File: src/design/srcPkg.sv
`default_nettype none

package srcPkg;

    localparam int WORD_W      = 32;                     // bus and instruction width
    localparam int REG_COUNT   = 16;                     // general purpose registers
    localparam int REG_IDX_W   = 4;                      // register field width
    localparam int ADDR_W      = 8;                      // program address width
    localparam int IMM_W       = 15;                     // immediate field width
    localparam int OPCODE_W    = 5;                      // opcode field width
    localparam int MEM_DEPTH   = 256;                    // program store words
    localparam int MEM_LATENCY = 2;                      // read pipeline depth, one per wait state
    localparam int OUT_CREDITS = 2;                      // sink credits after reset
    localparam int CREDIT_W    = $clog2(OUT_CREDITS + 1); // holds 0..OUT_CREDITS

    typedef logic [WORD_W-1:0]    wordT;                 // data word
    typedef logic [REG_IDX_W-1:0] regIdxT;               // R0..R15
    typedef logic [ADDR_W-1:0]    addrT;                 // word address
    typedef logic [IMM_W-1:0]     immT;                  // C field
    typedef logic [CREDIT_W-1:0]  creditT;               // output port credits

    // SRC encodings for the supported subset
    typedef enum logic [OPCODE_W-1:0] {
        opLdi  = 5'b00001,                               // Ra <- imm
        opAdd  = 5'b00011,                               // Ra <- Rb + Rc
        opIn   = 5'b10110,                               // Ra <- in port
        opOut  = 5'b10111,                               // out port <- Ra
        opHalt = 5'b11011                                // stop
    } opcodeT;

    typedef enum logic [3:0] {
        sIdle     = 4'b0000,                             // waiting for start
        sT0       = 4'b0001,                             // fetch, pc to mar
        sT1       = 4'b0010,                             // fetch, pc update, read
        sMemWait1 = 4'b1100,
        sMemWait2 = 4'b1101,
        sT2       = 4'b0011,                             // mdr to ir
        sT3       = 4'b0100,                             // execute
        sT4       = 4'b0101,                             // execute, writeback
        sHalted   = 4'b1111                              // after halt
    } seqStateT;

    typedef struct packed {
        opcodeT opcode;                                  // bits 31:27
        regIdxT ra;                                      // bits 26:23
        regIdxT rb;                                      // bits 22:19
        regIdxT rc;                                      // bits 18:15
        immT    imm;                                     // bits 14:0
    } instrT;

    typedef struct packed {
        logic pcOut;                                     // pc onto bus
        logic marIn;                                     // bus into mar
        logic incPc;                                     // z takes pc+1
        logic zIn;                                       // load z
        logic zOut;                                      // z onto bus
        logic pcEn;                                      // bus into pc
        logic memRead;                                   // start program read
        logic mdrIn;                                     // memory data into mdr
        logic mdrOut;                                    // mdr onto bus
        logic irIn;                                      // bus into ir
        logic gra;                                       // select Ra field
        logic grb;                                       // select Rb field
        logic grc;                                       // select Rc field
        logic rIn;                                       // bus into selected reg
        logic rOut;                                      // selected reg onto bus
        logic cOut;                                      // immediate onto bus
        logic inPortOut;                                 // input register onto bus
        logic outPortEn;                                 // bus into output port
    } ctrlT;

endpackage

`default_nettype wire

File: src/design/controlSequencer.sv
`default_nettype none

module controlSequencer (
    input  wire            clock,
    input  wire            rstN,
    input  wire            start,                        // leave idle or halted
    input  wire  srcPkg::instrT instr,                   // current ir
    input  wire            outReady,                     // output credit available
    output srcPkg::ctrlT   ctrl,
    output logic           halted
);
    import srcPkg::*;

    seqStateT state;
    seqStateT nextState;

    always_ff @(posedge clock or negedge rstN) begin
        if (!rstN) begin
            state <= sIdle;
        end else begin
            state <= nextState;
        end
    end

    // fixed fetch sequence, opcode only matters in T3
    always_comb begin
        nextState = state;
        case (state)
            sIdle, sHalted: begin
                if (start) begin
                    nextState = sT0;                     // pc cleared in datapath
                end
            end
            sT0:       nextState = sT1;
            sT1:       nextState = sMemWait1;
            sMemWait1: nextState = sMemWait2;
            sMemWait2: nextState = sT2;                  // read data lands in mdr here
            sT2:       nextState = sT3;
            sT3: begin
                if (instr.opcode == opHalt) begin
                    nextState = sHalted;
                end else if (instr.opcode == opOut && !outReady) begin
                    nextState = sT3;                     // back-pressure, hold
                end else begin
                    nextState = sT4;
                end
            end
            sT4:       nextState = sT0;                  // next instruction
            default:   nextState = sIdle;
        endcase
    end

    // strobes decoded straight from state and ir
    always_comb begin
        ctrl = '0;
        case (state)
            sT0: begin
                ctrl.pcOut = 1'b1;                       // mar <- pc
                ctrl.marIn = 1'b1;
                ctrl.incPc = 1'b1;                       // z <- pc + 1
                ctrl.zIn   = 1'b1;
            end
            sT1: begin
                ctrl.zOut    = 1'b1;                     // pc <- z
                ctrl.pcEn    = 1'b1;
                ctrl.memRead = 1'b1;                     // one read per fetch
                ctrl.mdrIn   = 1'b1;
            end
            sMemWait1, sMemWait2: begin
                ctrl.mdrIn = 1'b1;                       // keep mdr following memory
            end
            sT2: begin
                ctrl.mdrOut = 1'b1;                      // ir <- mdr
                ctrl.irIn   = 1'b1;
            end
            sT3: begin
                case (instr.opcode)
                    opLdi: begin
                        ctrl.cOut = 1'b1;                // zero-extended C
                        ctrl.gra  = 1'b1;
                        ctrl.rIn  = 1'b1;
                    end
                    opAdd: begin
                        ctrl.grb = 1'b1;                 // adder reads Rb and Rc
                        ctrl.grc = 1'b1;
                        ctrl.zIn = 1'b1;
                    end
                    opIn: begin
                        ctrl.inPortOut = 1'b1;
                        ctrl.gra       = 1'b1;
                        ctrl.rIn       = 1'b1;
                    end
                    opOut: begin
                        ctrl.gra       = 1'b1;
                        ctrl.rOut      = 1'b1;
                        ctrl.outPortEn = outReady;       // only fire with a credit
                    end
                    default: ;                           // halt and unknown do nothing
                endcase
            end
            sT4: begin
                if (instr.opcode == opAdd) begin
                    ctrl.zOut = 1'b1;                    // Ra <- z
                    ctrl.gra  = 1'b1;
                    ctrl.rIn  = 1'b1;
                end
            end
            default: ;
        endcase
    end

    assign halted = (state == sHalted);

endmodule

`default_nettype wire

File: config.mk
export PLATFORM = sky130hd
export DESIGN_NAME = controlSequencer
export DESIGN_NICKNAME = d
export VERILOG_FILES = /design/src/design/srcPkg.sv /design/src/design/controlSequencer.sv
export SDC_FILE = /design/constraint.sdc
export NUM_CORES = 1
export LEC_CHECK = 0
export BUFFER_PORTS_ARGS = -buffer_cell sky130_fd_sc_hd__clkbuf_2
export CAP_MARGIN = 30
export CORE_MARGIN = 1.5
export CORE_UTILIZATION = 29
export DETAILED_ROUTE_END_ITERATION = 10
export PLACE_DENSITY = 0.74
export SLEW_MARGIN = 25
export SYNTH_ARGS = -nofsm -noshare
export SYNTH_HDL_FRONTEND = slang
export SYNTH_SLANG_ARGS = --single-unit
File: constraint.sdc
create_clock -name clock -period 1.2 [get_ports clock]
set_input_delay 0.06 -clock clock [delete_from_list [all_inputs] [get_ports clock]]
set_output_delay 0.06 -clock clock [all_outputs]
set_load 0.02 [all_outputs]
==> flow_summary_export.csv <==
group,metric,value,unit
critical_path,path_class,"register to primary output",
placed_design,dp_cells,108,
critical_path,critPathMaxStageDelay,0.40,ns
timing,hold_violations,0,
synthesis,synth.area.top_cells,"dfrtp_1 21%, buf_4 7.8%, nand2_1 5.5%",
timing,slew_violations,0,
pwr,switchingPower,0.9369,mW
routing,via_count,623,
routing,antenna_left,0,
critical_path,critPathRequiredTime,1.14,ns
cells_and_area,layout-drive-gt1-share,69.00,%
pwr,seq_power_share,12.9,%
pwr,swShare,42.31,%
synthesis,yosys.area_share.adder,0,%
critical_path,crit_path_cell_trace,"nor4b_4 > nand2b_4 > nor3_4 > clkbuf_8",
synthesis,synthArstFlopShare,100.0,%
clocking,htree_levels,1,
worst_hold_path,hp-class,"input port to register",
timing,finalWorstSetupSlack,-0.4159,ns
synthesis,synthMuxAreaShare,0,%
clocking,clk_path_buf_depth,2,
status,violations,"negative setup slack",
pwr,p_leak,0.4474,nW
critical_path,worstPathArrival,1.56,ns
grt,grt_max_degree,9,
grt,overflow,0,
cells_and_area,top_regs,"state (4)",
timing,clock.fmax,618.9,MHz
synthesis,synth_cell_types,31,
pwr,power.internal,1.278,mW
floorplan,num_rows,14,
timing,whs,0.1094,ns
synthesis,avgSynthCellArea,7.770,um^2
synthesis,yosysSeqAreaShare,20.78,%
cells_and_area,finish.utilization,66.83,%
cells_and_area,nets,138,
timing,min_period,1.616,ns
synthesis,syn_nets,98,
synthesis,synth_ff_type,"dfrtp_1",
floorplan,fp.dieH,43.76,um
timing,clock-skew-final,0.0004465,ns
grt,grt_pass1_wl,2.594,mm
clocking,clock_latency,0.24,ns
cells_and_area,final_cells,116,
grt,antenna_found_initial,0,
critical_path,worstPathMaxFanout,7,
cells_and_area,antenna_cells,0,
placed_design,routabilityCongestion,0.8468,
critical_path,start_kind,"register",
cells_and_area,largest_reg_flops,4,
synthesis,synth_common_cells,"7 x nand2_1, 5 x buf_4, 5 x nor2_1, 5 x o21ai_0, 4 x dfrtp_1",
cells_and_area,nFillCells,100,
routing,drc_errors,0,
critical_path,crit_slowest_cell,"dfrtp_1",
clocking,cts_buffers,3,
pwr,vdd_ir_drop_max,0.0009193,V
clocking,tritoncts,"done",
pwr,power.density,2174,nW/um^2
timing,finalSetupViolCount,23,
synthesis,synth_cells,62,
routing,dr.pass1.iters,4,
floorplan,die_area,1915,um^2
critical_path,cp_num_buf_inv,1,
run,maxCapViolCount,0,
synthesis,yosysWarnings,0,
critical_path,worstSetupPathDepth,4,
synthesis,synth_top_family_by_area,"simple AND/OR/NAND/NOR gates",
synthesis,yosys.area_share.simple,41.56,%
synthesis,synthesis.area,481.7,um^2
synthesis,synth-xor-area-share,1.818,%
placed_design,io_buffers,27,
floorplan,core_area,1524,um^2
placed_design,dp_hpwl,1.081,mm
pwr,power_frac_comb,79.3,%
timing,relSlewSlack,78.03,%
clocking,clkTransAtPathRegs,0.04,ns
pwr,clkPwrFrac,7.8,%
critical_path,critPathCaptureType,"primary output",
routing,wl_per_cell,14.37,um
timing,rsz0062_at_grt,"true",
floorplan,die_w,43.76,um
status,status,"complete, but fails checks",
clocking,cts-root-buf,"clkbuf_4",
floorplan,initial_core_util,31.61,%
clocking,cts.sinks,4,
synthesis,synth_top_area_share,20.78,%
synthesis,synth_seq_cells,4,
timing,min_period_over_period,134.7,%
synthesis,synth_edf_count,0,
cells_and_area,area_growth,111.4,%
critical_path,rr_worst_depth,6,
grt,grt_pass1_vias,611,
synthesis,yosys.cell_count.top_type,"nand2_1",
synthesis,synth_compound_area_share,19.22,%
critical_path,cp_top_family,"simple AND/OR/NAND/NOR gates",
routing,route.detailed.vias_per_inst,5.371,
timing,setup_tns,-6.517,ns
pwr,power,2.215,mW
routing,routed_wl,1.667,mm
worst_hold_path,hold_depth,3,
grt,gr-usage-all-layers,19.21,%
routing,drt-initial-drc-count,11,
timing,tightest_slew,0.3282,ns
floorplan,io_pins,55,
synthesis,yosysTopAreaCell,"dfrtp_1",
cells_and_area,max_flop_register,"state",
## metal layers
layer	up-vias	share of wire [%]	track usage, %
met2	27	54	31.76
met4	0	5.5	16.97
met1	291	34	19.95
met5	-	0	0
li1	297	-	-
met3	8	5.9	4.583
## worst paths after layout
check / end / slack [ns] / start
max reg2reg: state[0]$_DFFE_PN0P_ / -0.37 / state[3]$_DFFE_PN0P_
max: ctrl[0] / -0.42 / state[1]$_DFFE_PN0P_
min in group asynchronous: state[1]$_DFFE_PN0P_ / 0.17 / rstN
min: state[0]$_DFFE_PN0P_ / 0.11 / start
max in group asynchronous: state[0]$_DFFE_PN0P_ / 0.89 / rstN
min reg2reg: state[1]$_DFFE_PN0P_ / 0.67 / state[0]$_DFFE_PN0P_
## power by group through the flow
stage | clock, mW | combinational, mW | sequential (mW)
3_5_place_dp | 0 | 1.09 | 0.269
3_3_place_gp | 0 | 1.06 | 0.266
2_1_floorplan | 0 | 0.787 | 0.219
6_report | 0.172 | 1.76 | 0.286
5_1_grt | 0.192 | 1.88 | 0.294
4_1_cts | 0.171 | 1.60 | 0.282
## what timing repair did
item,4_1_cts,5_1_grt
buffers inserted,5,1
hold buffers,1,0
hold endpoints to repair,4,0
setup endpoints to repair,22,23
pin swaps,8,11
gates resized for setup,52,18
## tightest hold or removal path, stage by stage
cell and delay (ns):
clkbuf_2 0.09, nand3b_1 0.07, o211ai_1 0.08
## placed cells by master, fill, tap and decap left out, types with 2 or more instances in the layout
cell type / n
nor2_4: 3
nor3_4: 3
nand4_1: 3
nand2_1: 5
o21ai_1: 2
nor2b_1: 2
clkbuf_4: 4
inv_2: 2
buf_4: 9
buf_8: 8
nand2_2: 2
buf_6: 9
o21ai_2: 4
dfrtp_1: 3
clkbuf_8: 7
clkbuf_2: 8
nor2_1: 2
o211ai_1: 3
## metrics by stage
step | setup WS, ns | area (um^2)
final | -0.4159 | 1018
after global routing | -0.5310 | 1018
after floorplan | -0.1588 | 533.0
after global placement | -0.1168 | 705.7
after detailed placement | -0.1455 | 705.7
after CTS | -0.3858 | 979.7
## final cells by class
class,count,area (um^2),area share [%]
sequential,4,101.3,9.951
inverter,3,11.26,1.106
timing repair buffer,44,462.9,45.45
tap,16,20.02,1.966
clock buffer,3,22.52,2.211
multi-input combinational,46,400.4,39.31
## kinds of logic (layout without fill, tap and decap cells)
logic type,count (synthesis),in the layout
buf+inv,12,50
simple gates,31,31
compound gates,14,14
xor+xnor,1,1
flops,4,4
No activity file was read; power rests on OpenSTA's default activity.
