**src/design/srcPkg.sv**
```systemverilog
`default_nettype none

package srcPkg;

    localparam int WORD_W      = 32;                     // bus and instruction width
    localparam int REG_COUNT   = 16;                     // general purpose registers
    localparam int REG_IDX_W   = 4;                      // register field width
    localparam int ADDR_W      = 8;                      // program address width
    localparam int IMM_W       = 15;                     // immediate field width
    localparam int OPCODE_W    = 5;                      // opcode field width
    localparam int MEM_DEPTH   = 256;                    // program store words
    localparam int MEM_LATENCY = 2;                      // read pipeline depth, one per wait state
    localparam int OUT_CREDITS = 2;                      // sink credits after reset
    localparam int CREDIT_W    = $clog2(OUT_CREDITS + 1); // holds 0..OUT_CREDITS

    typedef logic [WORD_W-1:0]    wordT;                 // data word
    typedef logic [REG_IDX_W-1:0] regIdxT;               // R0..R15
    typedef logic [ADDR_W-1:0]    addrT;                 // word address
    typedef logic [IMM_W-1:0]     immT;                  // C field
    typedef logic [CREDIT_W-1:0]  creditT;               // output port credits

    // SRC encodings for the supported subset
    typedef enum logic [OPCODE_W-1:0] {
        opLdi  = 5'b00001,                               // Ra <- imm
        opAdd  = 5'b00011,                               // Ra <- Rb + Rc
        opIn   = 5'b10110,                               // Ra <- in port
        opOut  = 5'b10111,                               // out port <- Ra
        opHalt = 5'b11011                                // stop
    } opcodeT;

    typedef enum logic [3:0] {
        sIdle     = 4'b0000,                             // waiting for start
        sT0       = 4'b0001,                             // fetch, pc to mar
        sT1       = 4'b0010,                             // fetch, pc update, read
        sMemWait1 = 4'b1100,
        sMemWait2 = 4'b1101,
        sT2       = 4'b0011,                             // mdr to ir
        sT3       = 4'b0100,                             // execute
        sT4       = 4'b0101,                             // execute, writeback
        sHalted   = 4'b1111                              // after halt
    } seqStateT;

    typedef struct packed {
        opcodeT opcode;                                  // bits 31:27
        regIdxT ra;                                      // bits 26:23
        regIdxT rb;                                      // bits 22:19
        regIdxT rc;                                      // bits 18:15
        immT    imm;                                     // bits 14:0
    } instrT;

    typedef struct packed {
        logic pcOut;                                     // pc onto bus
        logic marIn;                                     // bus into mar
        logic incPc;                                     // z takes pc+1
        logic zIn;                                       // load z
        logic zOut;                                      // z onto bus
        logic pcEn;                                      // bus into pc
        logic memRead;                                   // start program read
        logic mdrIn;                                     // memory data into mdr
        logic mdrOut;                                    // mdr onto bus
        logic irIn;                                      // bus into ir
        logic gra;                                       // select Ra field
        logic grb;                                       // select Rb field
        logic grc;                                       // select Rc field
        logic rIn;                                       // bus into selected reg
        logic rOut;                                      // selected reg onto bus
        logic cOut;                                      // immediate onto bus
        logic inPortOut;                                 // input register onto bus
        logic outPortEn;                                 // bus into output port
    } ctrlT;

endpackage

`default_nettype wire

```
**src/design/ioPorts.sv**
```systemverilog
`default_nettype none

module ioPorts (
    input  wire          clock,
    input  wire          rstN,
    input  wire  srcPkg::wordT inData,
    input  wire          inStrobe,                       // sample inData
    input  wire  srcPkg::wordT busOut,
    input  wire          outPortEn,                      // from sequencer in T3
    input  wire          outCredit,                      // one credit back from sink
    output srcPkg::wordT inPortData,
    output srcPkg::wordT outData,
    output logic         outValid,
    output logic         outReady
);
    import srcPkg::*;

    wordT   inReg;
    wordT   outReg;
    creditT creditCount;                                 // credits held

    always_ff @(posedge clock) begin
        if (inStrobe) begin
            inReg <= inData;
        end
        if (outPortEn) begin
            outReg <= busOut;                            // Ra captured off the bus
        end
    end

    always_ff @(posedge clock or negedge rstN) begin
        if (!rstN) begin
            outValid    <= 1'b0;
            creditCount <= creditT'(OUT_CREDITS);
        end else begin
            outValid <= outPortEn && outReady;           // one-cycle pulse
            case ({outValid, outCredit})
                2'b10: creditCount <= creditCount - 1'b1; // spent on the word
                2'b01: begin
                    if (creditCount < creditT'(OUT_CREDITS)) begin
                        creditCount <= creditCount + 1'b1;
                    end
                end
                default: ;                               // both or neither, no change
            endcase
        end
    end

    assign outReady   = (creditCount != '0);
    assign inPortData = inReg;
    assign outData    = outReg;

endmodule

`default_nettype wire

```
**config.mk**
```make
export PLATFORM = sky130hd
export DESIGN_NAME = ioPorts
export DESIGN_NICKNAME = d
export VERILOG_FILES = /design/src/design/srcPkg.sv /design/src/design/ioPorts.sv
export SDC_FILE = /design/constraint.sdc
export NUM_CORES = 1
export LEC_CHECK = 0
export ABC_AREA = 1
export BUFFER_PORTS_ARGS = -buffer_cell sky130_fd_sc_hd__buf_2
export CORE_ASPECT_RATIO = 0.5
export CORE_MARGIN = 4
export CORE_UTILIZATION = 30
export DETAILED_ROUTE_END_ITERATION = 7
export GPL_ROUTABILITY_DRIVEN = 0
export GPL_TIMING_DRIVEN = 0
export HOLD_SLACK_MARGIN = 0.02
export PLACE_DENSITY = 0.57
export SYNTH_ARGS = -nofsm -noshare
export SYNTH_HDL_FRONTEND = slang
export SYNTH_SLANG_ARGS = --single-unit
```
**constraint.sdc**
```tcl
create_clock -name clock -period 1.7 [get_ports clock]
set_input_delay 0.17 -clock clock [delete_from_list [all_inputs] [get_ports clock]]
set_output_delay 0.17 -clock clock [all_outputs]
set_load 0.05 [all_outputs]
```
==> results of run 1 <==
-- how the worst min path moves through the flow --
stage,to,slack [ns],cells past startpoint,from
3_3_place_gp,creditCount[0],-0.03,1,rstN
3_5_place_dp,creditCount[0],-0.03,1,rstN
4_1_cts,outData[6],0.02,1,busOut[6]
6_report,inPortData[16],0.04,1,inData[16]
2_1_floorplan,creditCount[0],-0.13,0,rstN
5_1_grt,outData[13],0.02,1,busOut[13]
-- flip-flops by register name, summed over array words and instances, names as in the netlist --
register	flops
inPortData	32
outData	32
creditCount	2
outValid	1
-- power breakdown --
| group | total [uW] | switching (uW) | internal [uW] |
|---|---|---|---|
| clock | 1730 | 609 | 1120 |
| sequential | 2040 | 54.8 | 1990 |
| combinational | 926 | 658 | 268 |
| total | 4690 | 1320 | 3370 |
-- cells by family (layout without fill, tap and decap cells) --
group,Yosys count,count (layout),share of synthesized area
and+or+nand+nor,13,13,0.0294
AOI/OAI and AO/OA,1,1,0.00361
buffers and inverters,4,217,0.00721
DFF,67,67,0.960
-- layer usage --
layer / vias up / track usage
met3: 16 / 0.0528
li1: 744 / -
met2: 61 / 0.247
met4: 0 / 0.0762
met1: 724 / 0.114
met5: - / 0
-- what timing repair did --
item / in CTS / in global routing
endpoints found under the hold margin: 63 / 2
hold buffers: 61 / 2
setup buffers: 0 / 0
endpoints found under the setup margin: 0 / 0
-- cells in the final DEF (no fill, tap or decap), types with 2 or more instances in the layout --
cell           count
buf_2            134
dlygate4sd3_1     63
clkbuf_16          9
clkinv_2           3
nand2_1            8
inv_1              3
nand3_1            3
dfrtp_1            2
edfxtp_1          64
-- metrics by stage --
stage | instance area, sq um | util | setup WS (ns) | std cells
3_3_place_gp | 2870 | 0.428 | 0.596 | 311
2_1_floorplan | 2080 | - | 0.584 | 85
5_1_grt | 3780 | 0.565 | 0.238 | 390
4_1_cts | 3760 | 0.562 | 0.287 | 388
3_5_place_dp | 2870 | 0.428 | 0.563 | 311
6_report | 3780 | 0.565 | 0.304 | 390
-- worst register-to-register path, delay by kind of cell (launching register included) --
family	cells	cell delay, ns
flip-flops	1	0.53
AND/OR/NAND/NOR	4	0.21
buffers and inverters	1	0.07
-- cell type report --
| class | instances | share of cell area |
|---|---|---|
| well taps | 92 | 0.0304 |
| clock inverters | 6 | 0.0149 |
| inverters | 4 | 0.00397 |
| repair buffers | 197 | 0.344 |
| flip-flops and latches | 67 | 0.528 |
| clock buffers | 10 | 0.0605 |
| multi-input cells | 14 | 0.0182 |
==> run summary, run 1 <==
Antenna violations before repair = 0
CTS clk-pin slew, worst paths = 0.05 ns
Worst Setup SP = creditCount[1]
WS Path Type = reg2out
Critical register-to-register path startpoint = creditCount[1]
Layout cells sized above 1 = 0.507
Buffer levels on the longest clock path = 2
First-pass GRT wire length = 7930 um
Final global-route overflow total = 0
HP Class = in2reg
Slew HR = 0.525
CTS tree = built
Chip Width = 126 um
Clk_skew = 0.000511 ns
Reg2Reg Depth = 5
Synth cell types = 10
Bufs and invs on worst path = 2
Crit end category = output pin
H-tree Lvls = 3
Synth warn = 0
Final Hold Fails = 0
CP max stage cell = dfstp_2
Root buf cell = clkbuf_16
IO Port Bufs = 134
Cell taking the most area after synthesis = edfxtp_1
CTS Sinks = 67
DR top layer = met4
Max cap viols = 0
EDFF count, synth = 64
Layout Area Growth over Synthesis = 81.7%
Startpoint Class = flip-flop
Crit-path max FO = 3
Largest net degree at the start of global routing = 34
Period utilisation layout = 0.821
Highest Clock Rate = 0.716 GHz
Unrepaired setup endpoints after global routing = false
Initial Util = 0.311
Post-Route M1 WL = 1730 um
Levels on crit path = 3
Vias in the first global route = 1702
Largest stage delay, worst path = 0.53 ns
Detailed Routing Iterations Pass 1 = 4
Pwr dens = 1240 nW/um^2
Post-route ant nets = 0
Pwr Total = 4690 uW
Multi-input gate area = 68.8 sq um
CP delay by family, top = flip-flops
Synth Flop Type = edfxtp_1
Filler Cell Count = 554
Max IR drop VDD = 0.539 mV
Core Footprint = 6700 sq um
Most common cell in the netlist = edfxtp_1
# setup viols final = 0
Final hold slack = 0.0382 ns
Syn_nets = 154
N_diodes = 0
Leak pwr = 0.00165 uW
Ports = 135
Die area = 8420 sq um
Seq/Total Area, Yosys = 0.960
Fin nets = 362
Sequential cell area = 2000 sq um
Post-synth ARST share = 0.0448
CP Data Required Time = 1.53 ns
Rows = 21
Crit path DAT = 1.23 ns
Yosys top cell area share = 0.923
Critical R2R Capture = creditCount[0]
Critical-path cell list = inv_1 -> nand2_1 -> buf_2
DRC viols = 0
Max-slew violation count = 0
# resized after CTS = 0
Synth Instances = 85
Via density = 3.96
CTS buffer count = 9
Synth top area cells = edfxtp_1 (92%), dfrtp_1 (2.4%), nand2_1 (1.4%), dfstp_2 (1.3%), nand3_1 (0.72%)
Register bit total from synthesis = 67
Routed wl met2 = 3090 um
Crit path capture = outReady
Avg Cell Area, Syn = 24.5 sq um
Routed vias = 1545
Slew of the pin with the lowest slew margin = 0.712 ns
DR WL met3 = 385 um
Outcome = complete, no violations
Iter 0 DRT Violations = 92
Tmin final = 1.40 ns
Insertion delay to the later sink of the worst-skew pair = 0.32 ns
Total track usage = 0.128
Die Height = 66.9 um
Cell area after synthesis = 2080 sq um
Final wirelength = 5340 um
Commonest cells in the synthesized netlist = edfxtp_1 (64), nand2_1 (8), inv_1 (3), nand3_1 (3), dfrtp_1 (2)
DR WL/cell = 13.7 um
R2r setup slk = 0.78 ns
Setup TNS = 0 ns
Power figures use the tool's default switching activity.
==> inputs of run 2 (changes only) <==
- PLACE_DENSITY: 0.57 -> 0.6
- clock period: 1.7 -> 1.16 ns (I/O delays scaled with it)
==> run 2 against run 1 <==
Compared with the run above:
- the flow now finishes with violations (setup timing)
- clock power up 45%
- critical path depth did not move
- global-route usage rose by 0.36 points
- via count rose by 1.1%
- worst hold slack gained 0.025 ns
- non-clock buffer count grew 3
- die area did not move
- flip-flop and latch count did not move
- final area increased by 0.99%
- wire length shrank 0.94%
- largest power group unchanged
==> run summary, run 2 (synthesized netlist as in run 1, its figures left out) <==
N_diodes = 0 (unchanged)
Layout Area Growth over Synthesis = 83.5%
Slew HR = 0.517 (-0.00783)
Total track usage = 0.131 (+0.00356)
Largest net degree at the start of global routing = 34 (unchanged)
Crit path DAT = 1.10 ns (-0.13 ns)
HP Class = in2reg
Iter 0 DRT Violations = 51 (-45%)
Worst setup margin = -0.0590 ns (-0.363 ns)
Initial Util = 0.311 (unchanged)
Fin nets = 365 (+0.83%)
Reg2Reg Depth = 4 (-1)
Post-route ant nets = 0 (unchanged)
Failing checks = setup timing
Final wirelength = 5290 um (-0.94%)
Layout cells sized above 1 = 0.510 (+0.00329)
Via density = 3.98 (+0.58%)
Core Util, Final = 0.570 (+0.00560)
H-tree Lvls = 3 (unchanged)
Buffer levels on the longest clock path = 2 (unchanged)
Final hold slack = 0.0631 ns (+0.0249 ns)
Rows = 21 (unchanged)
Ports = 135 (unchanged)
WS Path Type = reg2out
Startpoint Class = flip-flop
Setup TNS = -0.0590 ns (-0.0590 ns)
Most common cell after layout, fill and taps aside = buf_2
Worst hold endpoint = creditCount[1]
Crit-path max FO = 3 (unchanged)
Area after DPL = 2870 sq um (unchanged)
R2r setup slk = 0.22 ns (-0.56 ns)
Met2 Usage GRT = 0.257 (+0.00931)
CTS tree = built
Leak pwr = 0.00165 uW (+0.55%)
Post-route cell area = 3820 sq um (+0.99%)
Detailed Routing Iterations Pass 1 = 4 (unchanged)
Crit end category = output pin
Hpwl dp = 3440 um
Period utilisation layout = 1.05
Die Height = 66.9 um (unchanged)
Gr busiest metal = met2
Max cap viols = 0 (unchanged)
Root buf cell = clkbuf_16
Unrepaired setup endpoints after global routing = true
Insertion delay to the later sink of the worst-skew pair = 0.32 ns (about the same)
Final global-route overflow total = 0 (unchanged)
WHS Path Cells = 3 (+2)
Pwr dens = 1810 nW/um^2 (+46%)
# setup viols final = 1 (+1)
Die area = 8420 sq um (unchanged)
Filler Cell Count = 552 (-0.36%)
CTS Sinks = 67 (unchanged)
Critical-path cell list = inv_2 -> nand2_2 -> buf_8
CP max stage cell = dfstp_2
Tmin final = 1.22 ns
Highest Clock Rate = 0.820 GHz
Final Hold Fails = 0 (unchanged)
Critical R2R Capture = creditCount[1]
CTS clk-pin slew, worst paths = 0.05 ns (about the same)
Slew of the pin with the lowest slew margin = 0.724 ns (+0.0117 ns)
Commonest non-fill, non-tap cells in the layout = buf_2 (133), dlygate4sd3_1 (65), edfxtp_1 (64)
Met1 Use GR = 0.121 (+0.00707)
Core Footprint = 6700 sq um (unchanged)
DRC viols = 0 (unchanged)
Max-slew violation count = 0 (unchanged)
Hold Crit Start = outCredit
CP Data Required Time = 1.04 ns (-0.49 ns)
GR Util met3 = 0.0448 (-0.00801)
Chip Width = 126 um (unchanged)
Outcome = complete, but fails checks
Max IR drop VDD = 0.950 mV (+76%)
Antenna violations before repair = 0 (unchanged)
Placed cells = 311 (unchanged)
Largest stage delay, worst path = 0.53 ns (about the same)
Clk_skew = 0.0000696 ns (-0.000442 ns)
Routed vias = 1562 (+1.1%)
Vias in the first global route = 1750 (+2.8%)
Non-Filler Instances = 392 (+0.51%)
CTS buffer count = 9 (unchanged)
First-pass GRT wire length = 8200 um (+3.4%)
Critical register-to-register path startpoint = creditCount[1]
IO Port Bufs = 134 (unchanged)
DR WL/cell = 13.5 um (-1.4%)
[run 2: changes by cell type in the layout (fill, tap and decap cells not counted)]
cell,previous run,this run
inv_2,1,2
buf_2,134,133
inv_1,3,2
clkbuf_1,1,0
nand2_2,0,1
buf_4,0,1
clkinvlp_4,1,2
dlygate4sd3_1,63,65
nand2_1,8,7
clkinv_1,1,2
buf_8,0,1
clkinv_2,3,1
[run 2: per-layer routing]
metal  vias to the layer above  share of wire
li1                        749              -
met1                       731           0.35
met2                        67           0.55
met3                        15          0.074
met4                         0          0.025
met5                         -              0
[run 2: power breakdown]
part	leakage (uW)	internal [uW]	switching, uW
clock	0.000132	1630	882
combinational	0.000861	444	984
sequential	0.000661	2910	84.8
[run 2: worst max-delay path, delay by kind of cell, from the launching register on]
| kind | cells | cell delay (ns) |
|---|---|---|
| flops | 1 | 0.53 |
| simple gates | 1 | 0.06 |
| buf+inv | 2 | 0.19 |
[run 2: worst max-delay path by stage]
| stage | from | endpoint | slack, ns | cells past startpoint |
|---|---|---|---|---|
| finish | creditCount[1] | outReady | -0.06 | 3 |
| global route | creditCount[1] | outReady | -0.10 | 3 |
| CTS | creditCount[1] | outReady | -0.09 | 3 |
| detailed placement | outPortEn | outData[31] | 0.08 | 1 |
| global placement | outPortEn | outData[12] | 0.10 | 1 |
| floorplan | outValid | creditCount[0] | 0.04 | 5 |
[run 2: what timing repair did]
action / 4_1_cts / 5_1_grt
hold buffers: 65 / 0
endpoints found under the hold margin: 67 / 0
gates resized for setup: 5 / 0
pin swaps: 1 / 1
buffers inserted: 1 / 0
setup endpoints to repair: 1 / 1
[run 2: cell type report]
cell class / count / area, sq um / area share
well taps: 92 / 115 / 0.0301
clock buffers: 9 / 225 / 0.0589
clock inverters: 6 / 57.6 / 0.0151
inverters: 4 / 15.0 / 0.00393
multi-input cells: 14 / 71.3 / 0.0187
flip-flops and latches: 67 / 2000 / 0.523
repair buffers: 200 / 1340 / 0.350
[run 2: stage by stage]
stage | total power, uW | setup WS (ns)
after global placement | 4210 | 0.103
after global routing | 7240 | -0.101
after detailed placement | 4240 | 0.0789
after CTS | 7030 | -0.0880
after floorplan | 3860 | 0.0443
final | 6930 | -0.0590
